File: config.mk
export PLATFORM = sky130hd
export DESIGN_NAME = icache_top
export DESIGN_NICKNAME = d
export VERILOG_FILES = /design/src/hdl/icache_pkg.sv /design/src/hdl/cache_mem.sv /design/src/hdl/icache_ctrl.sv /design/src/hdl/icache_top.sv /design/src/hdl/mem_arbiter.sv /design/src/hdl/prefetch_engine.sv
export SDC_FILE = /design/constraint.sdc
export NUM_CORES = 2
export LEC_CHECK = 0
export BUFFER_PORTS_ARGS = -buffer_cell sky130_fd_sc_hd__buf_2
export CORE_MARGIN = 1
export CORE_UTILIZATION = 59
export DETAILED_ROUTE_END_ITERATION = 8
export MAX_ROUTING_LAYER = met4
export PLACE_DENSITY = 0.72
export SLEW_MARGIN = 15
export SYNTH_ARGS = -nofsm -noshare
export SYNTH_HDL_FRONTEND = slang
export SYNTH_SLANG_ARGS = --single-unit
export TNS_END_PERCENT = 5
File: constraint.sdc
create_clock -name clock -period 9.7 [get_ports clock]
set_input_delay 1.455 -clock clock [delete_from_list [all_inputs] [get_ports clock]]
set_output_delay 1.455 -clock clock [all_outputs]
set_load 0.01 [all_outputs]
File: src/hdl/icache_pkg.sv
package icache_pkg;

    localparam int TAG_W              = 8;
    localparam int INDEX_W            = 5;
    localparam int OFFSET_W           = 3;     // 8-byte lines
    localparam int PREF_DEPTH_DEFAULT = 12;

    typedef logic [TAG_W+INDEX_W+OFFSET_W-1:0] addr_t;
    typedef logic [TAG_W-1:0]                  cache_tag_t;     // addr[15:8]
    typedef logic [INDEX_W-1:0]                cache_index_t;   // addr[7:3]
    typedef logic [TAG_W+INDEX_W-1:0]          line_addr_t;     // {tag, index}
    typedef logic [63:0]                       line_t;
    typedef logic [3:0]                        mem_tag_t;       // 0 = none or rejected

    typedef enum logic [1:0] {
        BUS_NONE = 2'h0,
        BUS_LOAD = 2'h1
    } bus_cmd_t;

    typedef struct packed {
        bus_cmd_t   command;
        line_addr_t line_addr;
    } mem_req_t;

    typedef struct packed {
        mem_tag_t tag;
        line_t    data;
    } mem_resp_t;

    typedef struct packed {
        logic       valid;
        line_addr_t line_addr;
        line_t      data;
    } fill_t;

    typedef enum logic [2:0] {
        IDLE,
        LOOKUP,
        MISS_REQ,
        MISS_WAIT,
        ACK
    } ctrl_state_t;

    function automatic cache_index_t line_index(line_addr_t line);
        return line[INDEX_W-1:0];
    endfunction

    function automatic cache_tag_t line_tag(line_addr_t line);
        return line[INDEX_W +: TAG_W];
    endfunction

endpackage

File: src/hdl/cache_mem.sv
`timescale 1ns/1ps

module cache_mem (
    input  logic                    clock,
    input  logic                    reset,
    input  icache_pkg::line_addr_t  lookup_line,
    output logic                    hit,
    output icache_pkg::line_t       hit_data,
    input  icache_pkg::fill_t       demand_fill,
    input  icache_pkg::fill_t       pref_fill
);
    import icache_pkg::*;

    localparam int LINES = 2 ** INDEX_W;

    logic         valid_q [LINES];
    cache_tag_t   tag_q   [LINES];
    line_t        data_q  [LINES];
    cache_index_t look_index;

    assign look_index = line_index(lookup_line);
    assign hit        = valid_q[look_index] && (tag_q[look_index] == line_tag(lookup_line));
    assign hit_data   = data_q[look_index];

    always_ff @(posedge clock) begin
        if (reset) begin
            for (int i = 0; i < LINES; i++) begin
                valid_q[i] <= 1'b0;
            end
        end else begin
            if (demand_fill.valid)
                valid_q[line_index(demand_fill.line_addr)] <= 1'b1;
            if (pref_fill.valid)
                valid_q[line_index(pref_fill.line_addr)] <= 1'b1;
        end
    end

    // demand first, a prefetch fill to the same index lands on top
    always_ff @(posedge clock) begin
        if (demand_fill.valid) begin
            tag_q[line_index(demand_fill.line_addr)]  <= line_tag(demand_fill.line_addr);
            data_q[line_index(demand_fill.line_addr)] <= demand_fill.data;
        end
        if (pref_fill.valid) begin
            tag_q[line_index(pref_fill.line_addr)]  <= line_tag(pref_fill.line_addr);
            data_q[line_index(pref_fill.line_addr)] <= pref_fill.data;
        end
    end

endmodule

File: src/hdl/icache_ctrl.sv
`timescale 1ns/1ps

module icache_ctrl (
    input  logic                    clock,
    input  logic                    reset,
    input  logic                    fetch_req,
    input  icache_pkg::addr_t       fetch_addr,
    output logic                    fetch_ack,
    output icache_pkg::line_t       fetch_data,
    output icache_pkg::line_addr_t  lookup_line,
    input  logic                    hit,
    input  icache_pkg::line_t       hit_data,
    output icache_pkg::mem_req_t    demand_req,
    input  icache_pkg::mem_tag_t    demand_response,
    input  icache_pkg::mem_resp_t   mem_resp,
    output icache_pkg::fill_t       demand_fill,
    output icache_pkg::line_addr_t  fetch_line,
    output logic                    line_advance,
    output logic                    branch,
    input  logic                    already_fetched
);
    import icache_pkg::*;

    ctrl_state_t state;
    ctrl_state_t state_next;
    logic        req_q;         // fetch_req sampled once
    line_addr_t  cur_line;      // line of the fetch in progress
    logic        line_seen;     // low until the first fetch
    mem_tag_t    dem_tag;       // code of the outstanding demand load
    line_t       data_q;        // line held for fetch_data
    line_addr_t  new_line;
    logic        start;
    logic        dem_match;

    assign new_line  = fetch_addr[$bits(addr_t)-1:OFFSET_W];
    assign start     = (state == IDLE) && req_q;
    assign dem_match = (state == MISS_WAIT) && (mem_resp.tag != '0) && (mem_resp.tag == dem_tag);

    always_comb begin
        state_next = state;
        case (state)
            IDLE:      if (req_q) state_next = LOOKUP;
            LOOKUP: begin
                if (hit)
                    state_next = ACK;
                else if (!already_fetched)
                    state_next = MISS_REQ;   // otherwise keep looking until the prefetch fill lands
            end
            MISS_REQ:  if (demand_response != '0) state_next = MISS_WAIT;   // retry while rejected
            MISS_WAIT: if (dem_match) state_next = ACK;
            ACK:       if (!req_q) state_next = IDLE;                      // held req stalls here
            default:   state_next = IDLE;
        endcase
    end

    always_ff @(posedge clock) begin
        if (reset) begin
            state        <= IDLE;
            req_q        <= 1'b0;
            cur_line     <= '0;
            line_seen    <= 1'b0;
            line_advance <= 1'b0;
            branch       <= 1'b0;
        end else begin
            state        <= state_next;
            req_q        <= fetch_req;
            line_advance <= 1'b0;   // one-cycle pulses during LOOKUP
            branch       <= 1'b0;
            if (start) begin
                cur_line     <= new_line;
                line_seen    <= 1'b1;
                line_advance <= line_seen && (new_line == cur_line + 1'b1);
                // the first fetch counts as a branch so the prefetcher starts
                branch       <= !line_seen ||
                                ((new_line != cur_line) && (new_line != cur_line + 1'b1));
            end
        end
    end

    always_ff @(posedge clock) begin
        if (state == MISS_REQ)
            dem_tag <= demand_response;
        if (state == LOOKUP && hit)
            data_q <= hit_data;
        if (dem_match)
            data_q <= mem_resp.data;   // forward the demand line to fetch
    end

    always_comb begin
        demand_req.command     = (state == MISS_REQ) ? BUS_LOAD : BUS_NONE;
        demand_req.line_addr   = cur_line;
        demand_fill.valid      = dem_match;
        demand_fill.line_addr  = cur_line;
        demand_fill.data       = mem_resp.data;
    end

    assign lookup_line = cur_line;
    assign fetch_line  = cur_line;
    assign fetch_ack   = (state == ACK);
    assign fetch_data  = data_q;

endmodule

File: src/hdl/icache_top.sv
`timescale 1ns/1ps

module icache_top #(
    parameter int PREF_DEPTH = icache_pkg::PREF_DEPTH_DEFAULT
) (
    input  logic                    clock,
    input  logic                    reset,
    input  logic                    fetch_req,
    input  icache_pkg::addr_t       fetch_addr,
    output logic                    fetch_ack,
    output icache_pkg::line_t       fetch_data,
    output icache_pkg::mem_req_t    mem_req,
    input  icache_pkg::mem_tag_t    mem_response,
    input  icache_pkg::mem_resp_t   mem_resp
);
    import icache_pkg::*;

    line_addr_t lookup_line;
    logic       hit;
    line_t      hit_data;
    mem_req_t   demand_req;
    mem_req_t   pref_req;
    mem_tag_t   demand_response;
    mem_tag_t   pref_response;
    logic       give_way;
    fill_t      demand_fill;
    fill_t      pref_fill;
    line_addr_t fetch_line;
    logic       line_advance;
    logic       branch;
    logic       already_fetched;

    icache_ctrl ctrl (
        .clock           (clock),
        .reset           (reset),
        .fetch_req       (fetch_req),
        .fetch_addr      (fetch_addr),
        .fetch_ack       (fetch_ack),
        .fetch_data      (fetch_data),
        .lookup_line     (lookup_line),
        .hit             (hit),
        .hit_data        (hit_data),
        .demand_req      (demand_req),
        .demand_response (demand_response),
        .mem_resp        (mem_resp),
        .demand_fill     (demand_fill),
        .fetch_line      (fetch_line),
        .line_advance    (line_advance),
        .branch          (branch),
        .already_fetched (already_fetched)
    );

    prefetch_engine #(
        .PREF_DEPTH (PREF_DEPTH)
    ) prefetch (
        .clock           (clock),
        .reset           (reset),
        .fetch_line      (fetch_line),
        .line_advance    (line_advance),
        .branch          (branch),
        .give_way        (give_way),
        .pref_req        (pref_req),
        .pref_response   (pref_response),
        .mem_resp        (mem_resp),
        .already_fetched (already_fetched),
        .pref_fill       (pref_fill)
    );

    cache_mem cache (
        .clock       (clock),
        .reset       (reset),
        .lookup_line (lookup_line),
        .hit         (hit),
        .hit_data    (hit_data),
        .demand_fill (demand_fill),
        .pref_fill   (pref_fill)
    );

    mem_arbiter arbiter (
        .demand_req      (demand_req),
        .pref_req        (pref_req),
        .mem_response    (mem_response),
        .mem_req         (mem_req),
        .demand_response (demand_response),
        .pref_response   (pref_response),
        .give_way        (give_way)
    );

endmodule

File: src/hdl/mem_arbiter.sv
`timescale 1ns/1ps

module mem_arbiter (
    input  icache_pkg::mem_req_t  demand_req,
    input  icache_pkg::mem_req_t  pref_req,
    input  icache_pkg::mem_tag_t  mem_response,
    output icache_pkg::mem_req_t  mem_req,
    output icache_pkg::mem_tag_t  demand_response,
    output icache_pkg::mem_tag_t  pref_response,
    output logic                  give_way
);
    import icache_pkg::*;

    logic demand_load;
    logic pref_load;

    assign demand_load = (demand_req.command == BUS_LOAD);
    assign pref_load   = (pref_req.command == BUS_LOAD);

    always_comb begin
        if (demand_load) begin
            mem_req         = demand_req;     // demand owns the bus
            demand_response = mem_response;
            pref_response   = '0;
        end else begin
            mem_req         = pref_req;       // BUS_NONE when idle
            demand_response = '0;
            pref_response   = mem_response;
        end
    end

    assign give_way = demand_load && pref_load;   // prefetch lost this cycle

endmodule

File: src/hdl/prefetch_engine.sv
`timescale 1ns/1ps

module prefetch_engine #(
    parameter int PREF_DEPTH = icache_pkg::PREF_DEPTH_DEFAULT
) (
    input  logic                    clock,
    input  logic                    reset,
    input  icache_pkg::line_addr_t  fetch_line,
    input  logic                    line_advance,
    input  logic                    branch,
    input  logic                    give_way,
    output icache_pkg::mem_req_t    pref_req,
    input  icache_pkg::mem_tag_t    pref_response,
    input  icache_pkg::mem_resp_t   mem_resp,
    output logic                    already_fetched,
    output icache_pkg::fill_t       pref_fill
);
    import icache_pkg::*;

    localparam int CNT_W  = $clog2(PREF_DEPTH + 1);
    localparam int SLOT_W = (PREF_DEPTH > 1) ? $clog2(PREF_DEPTH) : 1;

    logic [CNT_W-1:0]  count;                    // lines requested ahead of fetch_line
    logic [CNT_W-1:0]  count_eff;                // count after this cycle's branch or advance
    logic              active;                   // set by the first fetch
    mem_tag_t          slot_tag  [PREF_DEPTH];   // 0 marks a free slot
    line_addr_t        slot_line [PREF_DEPTH];
    line_addr_t        target;
    logic              want;
    logic              dup;
    logic              issue;
    logic              accepted;
    logic              step;
    logic              free_found;
    logic [SLOT_W-1:0] free_slot;
    logic              fill_hit;
    logic [SLOT_W-1:0] fill_slot;

    always_comb begin
        if (branch)
            count_eff = '0;              // slots stay, stray fills still land
        else if (line_advance && count != '0)
            count_eff = count - 1'b1;
        else
            count_eff = count;

        target = fetch_line + line_addr_t'(count_eff) + 1'b1;
        want   = active && !branch && (count_eff < PREF_DEPTH);

        dup             = 1'b0;
        already_fetched = 1'b0;
        free_found      = 1'b0;
        free_slot       = '0;
        fill_hit        = 1'b0;
        fill_slot       = '0;
        for (int i = 0; i < PREF_DEPTH; i++) begin
            if (slot_tag[i] != '0) begin
                if (slot_line[i] == target)
                    dup = 1'b1;              // still outstanding from an older window
                if (slot_line[i] == fetch_line)
                    already_fetched = 1'b1;
                if (mem_resp.tag == slot_tag[i]) begin
                    fill_hit  = 1'b1;
                    fill_slot = SLOT_W'(i);
                end
            end else if (!free_found) begin
                free_found = 1'b1;
                free_slot  = SLOT_W'(i);
            end
        end

        issue    = want && !dup && free_found;
        accepted = issue && !give_way && (pref_response != '0);
        // a duplicate counts as requested without going to the bus
        step     = accepted || (want && dup);

        pref_req.command    = issue ? BUS_LOAD : BUS_NONE;
        pref_req.line_addr  = target;
        pref_fill.valid     = fill_hit;
        pref_fill.line_addr = slot_line[fill_slot];
        pref_fill.data      = mem_resp.data;
    end

    always_ff @(posedge clock) begin
        if (reset) begin
            count  <= '0;
            active <= 1'b0;
            for (int i = 0; i < PREF_DEPTH; i++) begin
                slot_tag[i] <= '0;
            end
        end else begin
            count <= count_eff + CNT_W'(step);
            if (branch)
                active <= 1'b1;
            if (fill_hit)
                slot_tag[fill_slot] <= '0;
            if (accepted)
                slot_tag[free_slot] <= pref_response;   // free slot never equals fill slot
        end
    end

    always_ff @(posedge clock) begin
        if (accepted)
            slot_line[free_slot] <= target;
    end

endmodule

==> out/metrics.csv <==
stage;metric;value;unit
clock_tree;Clock Sinks;2638;
sta;setup TNS;0;ns
sta;Slew @ Worst Pin;1.174;ns
route;# DRC;0;
clock_tree;post-CTS setup buffer count;0;
route;drt pass-1 iters;6;
yosys;Post-Syn Instances;5637;
global_route;first-pass GRT wire length;408700;microns
floorplanning;Starting Density;0.5955;
global_route;total grt overflow;0;
global_route;Total Routing Usage GR;0.3184;
floorplanning;Ports;171;
sta;Hold Violations, Final;0;
route;Post-DRT Antenna Nets;0;
yosys;yosys warns;0;
yosys;top cells by area, synth;edfxtp_1 (71%), mux4_2 (12%), mux2_2 (2.6%), xnor2_1 (1.6%), xor2_1 (1.3%);
sta;clk_skew;0.04616;ns
placed_design;gp weighted congestion;0.9579;
cells_and_area;most frequent cells in the layout;edfxtp_1 (2576), mux4_2 (602), clkbuf_16 (291);
hold_path;Worst Hold Class;reg2reg;
clock_tree;post-cts resize count;0;
clock_tree;CTS clk-pin slew, worst paths;0.06;ns
cells_and_area;leading cell type in the layout, fill and taps excluded;edfxtp_1;
cells_and_area;fin nets;5946;
floorplanning;Die Wd;432.3;microns
setup_path;R2R depth;11;
clock_tree;TritonCTS buffer count;282;
clock_tree;Longest Clk Path Bufs;4;
setup_path;crit path DAT;6.46;ns
cells_and_area;Fillers;11908;
placed_design;Buffers on Ports;166;
clock_tree;CTS tree;done;
power;Pwr per Cell Area;218.5;nW/um^2
yosys;number of synthesized flops with an enable pin;2576;
sta;Rel. slew slack;0.2170;
route;Routed wire per std cell;33.69;microns
setup_path;Crit Path Class;reg2out;
route;First DRT Iteration DRCs;7853;
global_route;initial antenna violation count;20;
yosys;Synth Area per Inst;19.38;sq um
run;total of max-cap violations;0;
yosys;Cell variety after synth;93;
setup_path;CP Launch Type;flip-flop;
setup_path;Critical Path RT;8.25;ns
cells_and_area;FF/Latch Area;78620;sq um
route;via count;58154;
yosys;FF+latch count, synth;2638;
global_route;largest net degree at the start of global routing;145;
yosys;Post-Syn Area;109300;sq um
sta;minimum clock period;7.916;ns
yosys;Synth async-reset ratio;0;
power;Max rail drop VDD;0.0001739;V
floorplanning;row count;157;
sta;Tcrit/Tclk final;0.8161;
sta;fin. max-slew vios;0;
clock_tree;root buf cell;clkbuf_16;
cells_and_area;multi-input logic area;29380;sq um
setup_path;CP max FO;60;
yosys;Yosys top cell by area;edfxtp_1;
setup_path;CP endpoint kind;output pin;
route;vias per cell;6.841;
cells_and_area;P&R area growth vs syn;11.62;%
route;DRT Wirelength;286400;microns
yosys;Seq/Total Area, Yosys;0.7194;
placed_design;HPWL Detailed;149200;microns
yosys;top-area cell type share of the netlist area;0.7080;
clock_tree;H-Tree Depth;5;
floorplanning;total die area;186900;sq um
sta;Peak Freq;126.3;MHz
clock_tree;hold_buf cts;0;
sta;RSZ-0062 raised after global routing;false;
yosys;syn_nets;5741;
floorplanning;total core area;183500;sq um
power;leakage;38.85;nW
hold_path;Hold Path Depth;2;
cells_and_area;non-filler instance count after layout;8501;
status;outcome;completed;
global_route;vias in the first global route;57661;
yosys;prevailing post-synth register cell;edfxtp_1;
floorplanning;Die Height;432.3;microns
sta;final setup fails;0;
cells_and_area;layout cell share with drive strength beyond 1;0.2708;
clock_tree;clk_lat worst skew;0.94;ns
placed_design;Placed Instances;8022;
[state kept, by name, indices dropped and copies added, names as in the netlist, named ones only]
name                flops
cache.data_q         2048
prefetch.count          4
ctrl.req_q              1
ctrl.state              3
ctrl.branch             1
prefetch.slot_tag      48
ctrl.fetch_data        64
ctrl.line_advance       1
ctrl.dem_tag            4
prefetch.slot_line    156
cache.valid_q          32
ctrl.fetch_line        13
ctrl.line_seen          1
prefetch.active         1
cache.tag_q           256
[final cells by class]
cell class                      instances  area share
Antenna cell                           10   0.0002052
Clock buffer                          350     0.06153
Clock inverter                        119    0.007807
Inverter                               41    0.001262
Multi-Input combinational cell       2576      0.2409
Sequential cell                      2638      0.6447
Tap cell                             2464     0.02528
Timing Repair Buffer                  303     0.01832
[report_power, final]
part	switching [W]	internal, W	leakage [nW]
Clock	0.00425	0.00585	4.13
Combinational	0.00208	0.00119	10.8
Sequential	0.000166	0.0131	23.9
[through the flow]
| stage | hold slack, ns | power [W] | setup slack, ns | area (sq um) | util |
|---|---|---|---|---|---|
| floorplan | 0.4404 | 0.01556 | 1.096 | 109300 | - |
| global placement | 0.4547 | 0.01665 | 1.493 | 113500 | 0.6184 |
| detailed placement | 0.4682 | 0.01674 | 1.478 | 113500 | 0.6184 |
| CTS | 0.4803 | 0.02672 | 1.618 | 121900 | 0.6645 |
| global route | 0.4913 | 0.02734 | 1.532 | 122000 | 0.6647 |
| finish | 0.4774 | 0.02664 | 1.784 | 122000 | 0.6647 |
[layer usage]
metal,up-vias,track usage,share of wire,wire length (microns)
met3,590,0.05191,0.097,27690
met1,30517,0.4320,0.38,108500
li1,23614,-,-,-
met5,-,-,0,0
met4,0,0.1066,0.035,10080
met2,3433,0.4984,0.49,140100
[kinds of logic (layout without fill, tap and decap cells)]
| family | after synthesis | after routing | share of synthesized area |
|---|---|---|---|
| muxes | 930 | 930 | 0.1571 |
| AOI/OAI and AO/OA | 570 | 570 | 0.03936 |
| DFF | 2638 | 2638 | 0.7194 |
| xor gates and xnor gates | 392 | 392 | 0.03553 |
| other | 1 | 11 | 0.00003432 |
| adders and majority gates | 13 | 13 | 0.001557 |
| and+or+nand+nor | 670 | 670 | 0.03169 |
| buffers and inverters | 423 | 813 | 0.01538 |
[cells in the mapped netlist, types with 12 or more instances]
library cell,number
o21ai_0,44
a21oi_1,98
nand2_1,129
xnor3_1,31
nand3_1,65
nand4_1,43
nor4_1,50
and3_1,14
clkbuf_1,269
or4_1,13
mux4_2,602
a31oi_1,68
a221oi_1,129
buf_2,35
ha_1,12
dfxtp_1,62
edfxtp_1,2576
inv_1,40
xnor2_1,195
xor2_1,164
mux2i_1,70
or2_2,24
buf_1,68
nor2_1,193
mux2_2,257
nor3_1,41
a22o_1,128
o31a_1,16
or3_1,14
[critical path, cell delays in order (launching register included)]
cell and delay [ns]:
dfxtp_2 0.31, buf_4 0.63, nand4_1 0.53, nor3_2 1.02
nor2b_1 0.47, buf_4 0.28, xnor2_1 0.43, xor2_1 0.15
nand3_1 0.16, nor4_1 0.05, or4_1 0.52, nor4_2 0.30
buf_4 0.26, nand2b_1 0.17, nand2_1 0.11, buf_2 0.13
[worst paths after layout]
check | endpoint | start | slack, ns
max | mem_req[13] | ctrl.fetch_line[7] | 1.78
min | prefetch.active | prefetch.active | 0.48
max reg2reg | cache.data_q[0][56] | prefetch.slot_tag[1][3] | 2.73
min reg2reg | prefetch.active | prefetch.active | 0.48
(Power assumes the default switching activity.)
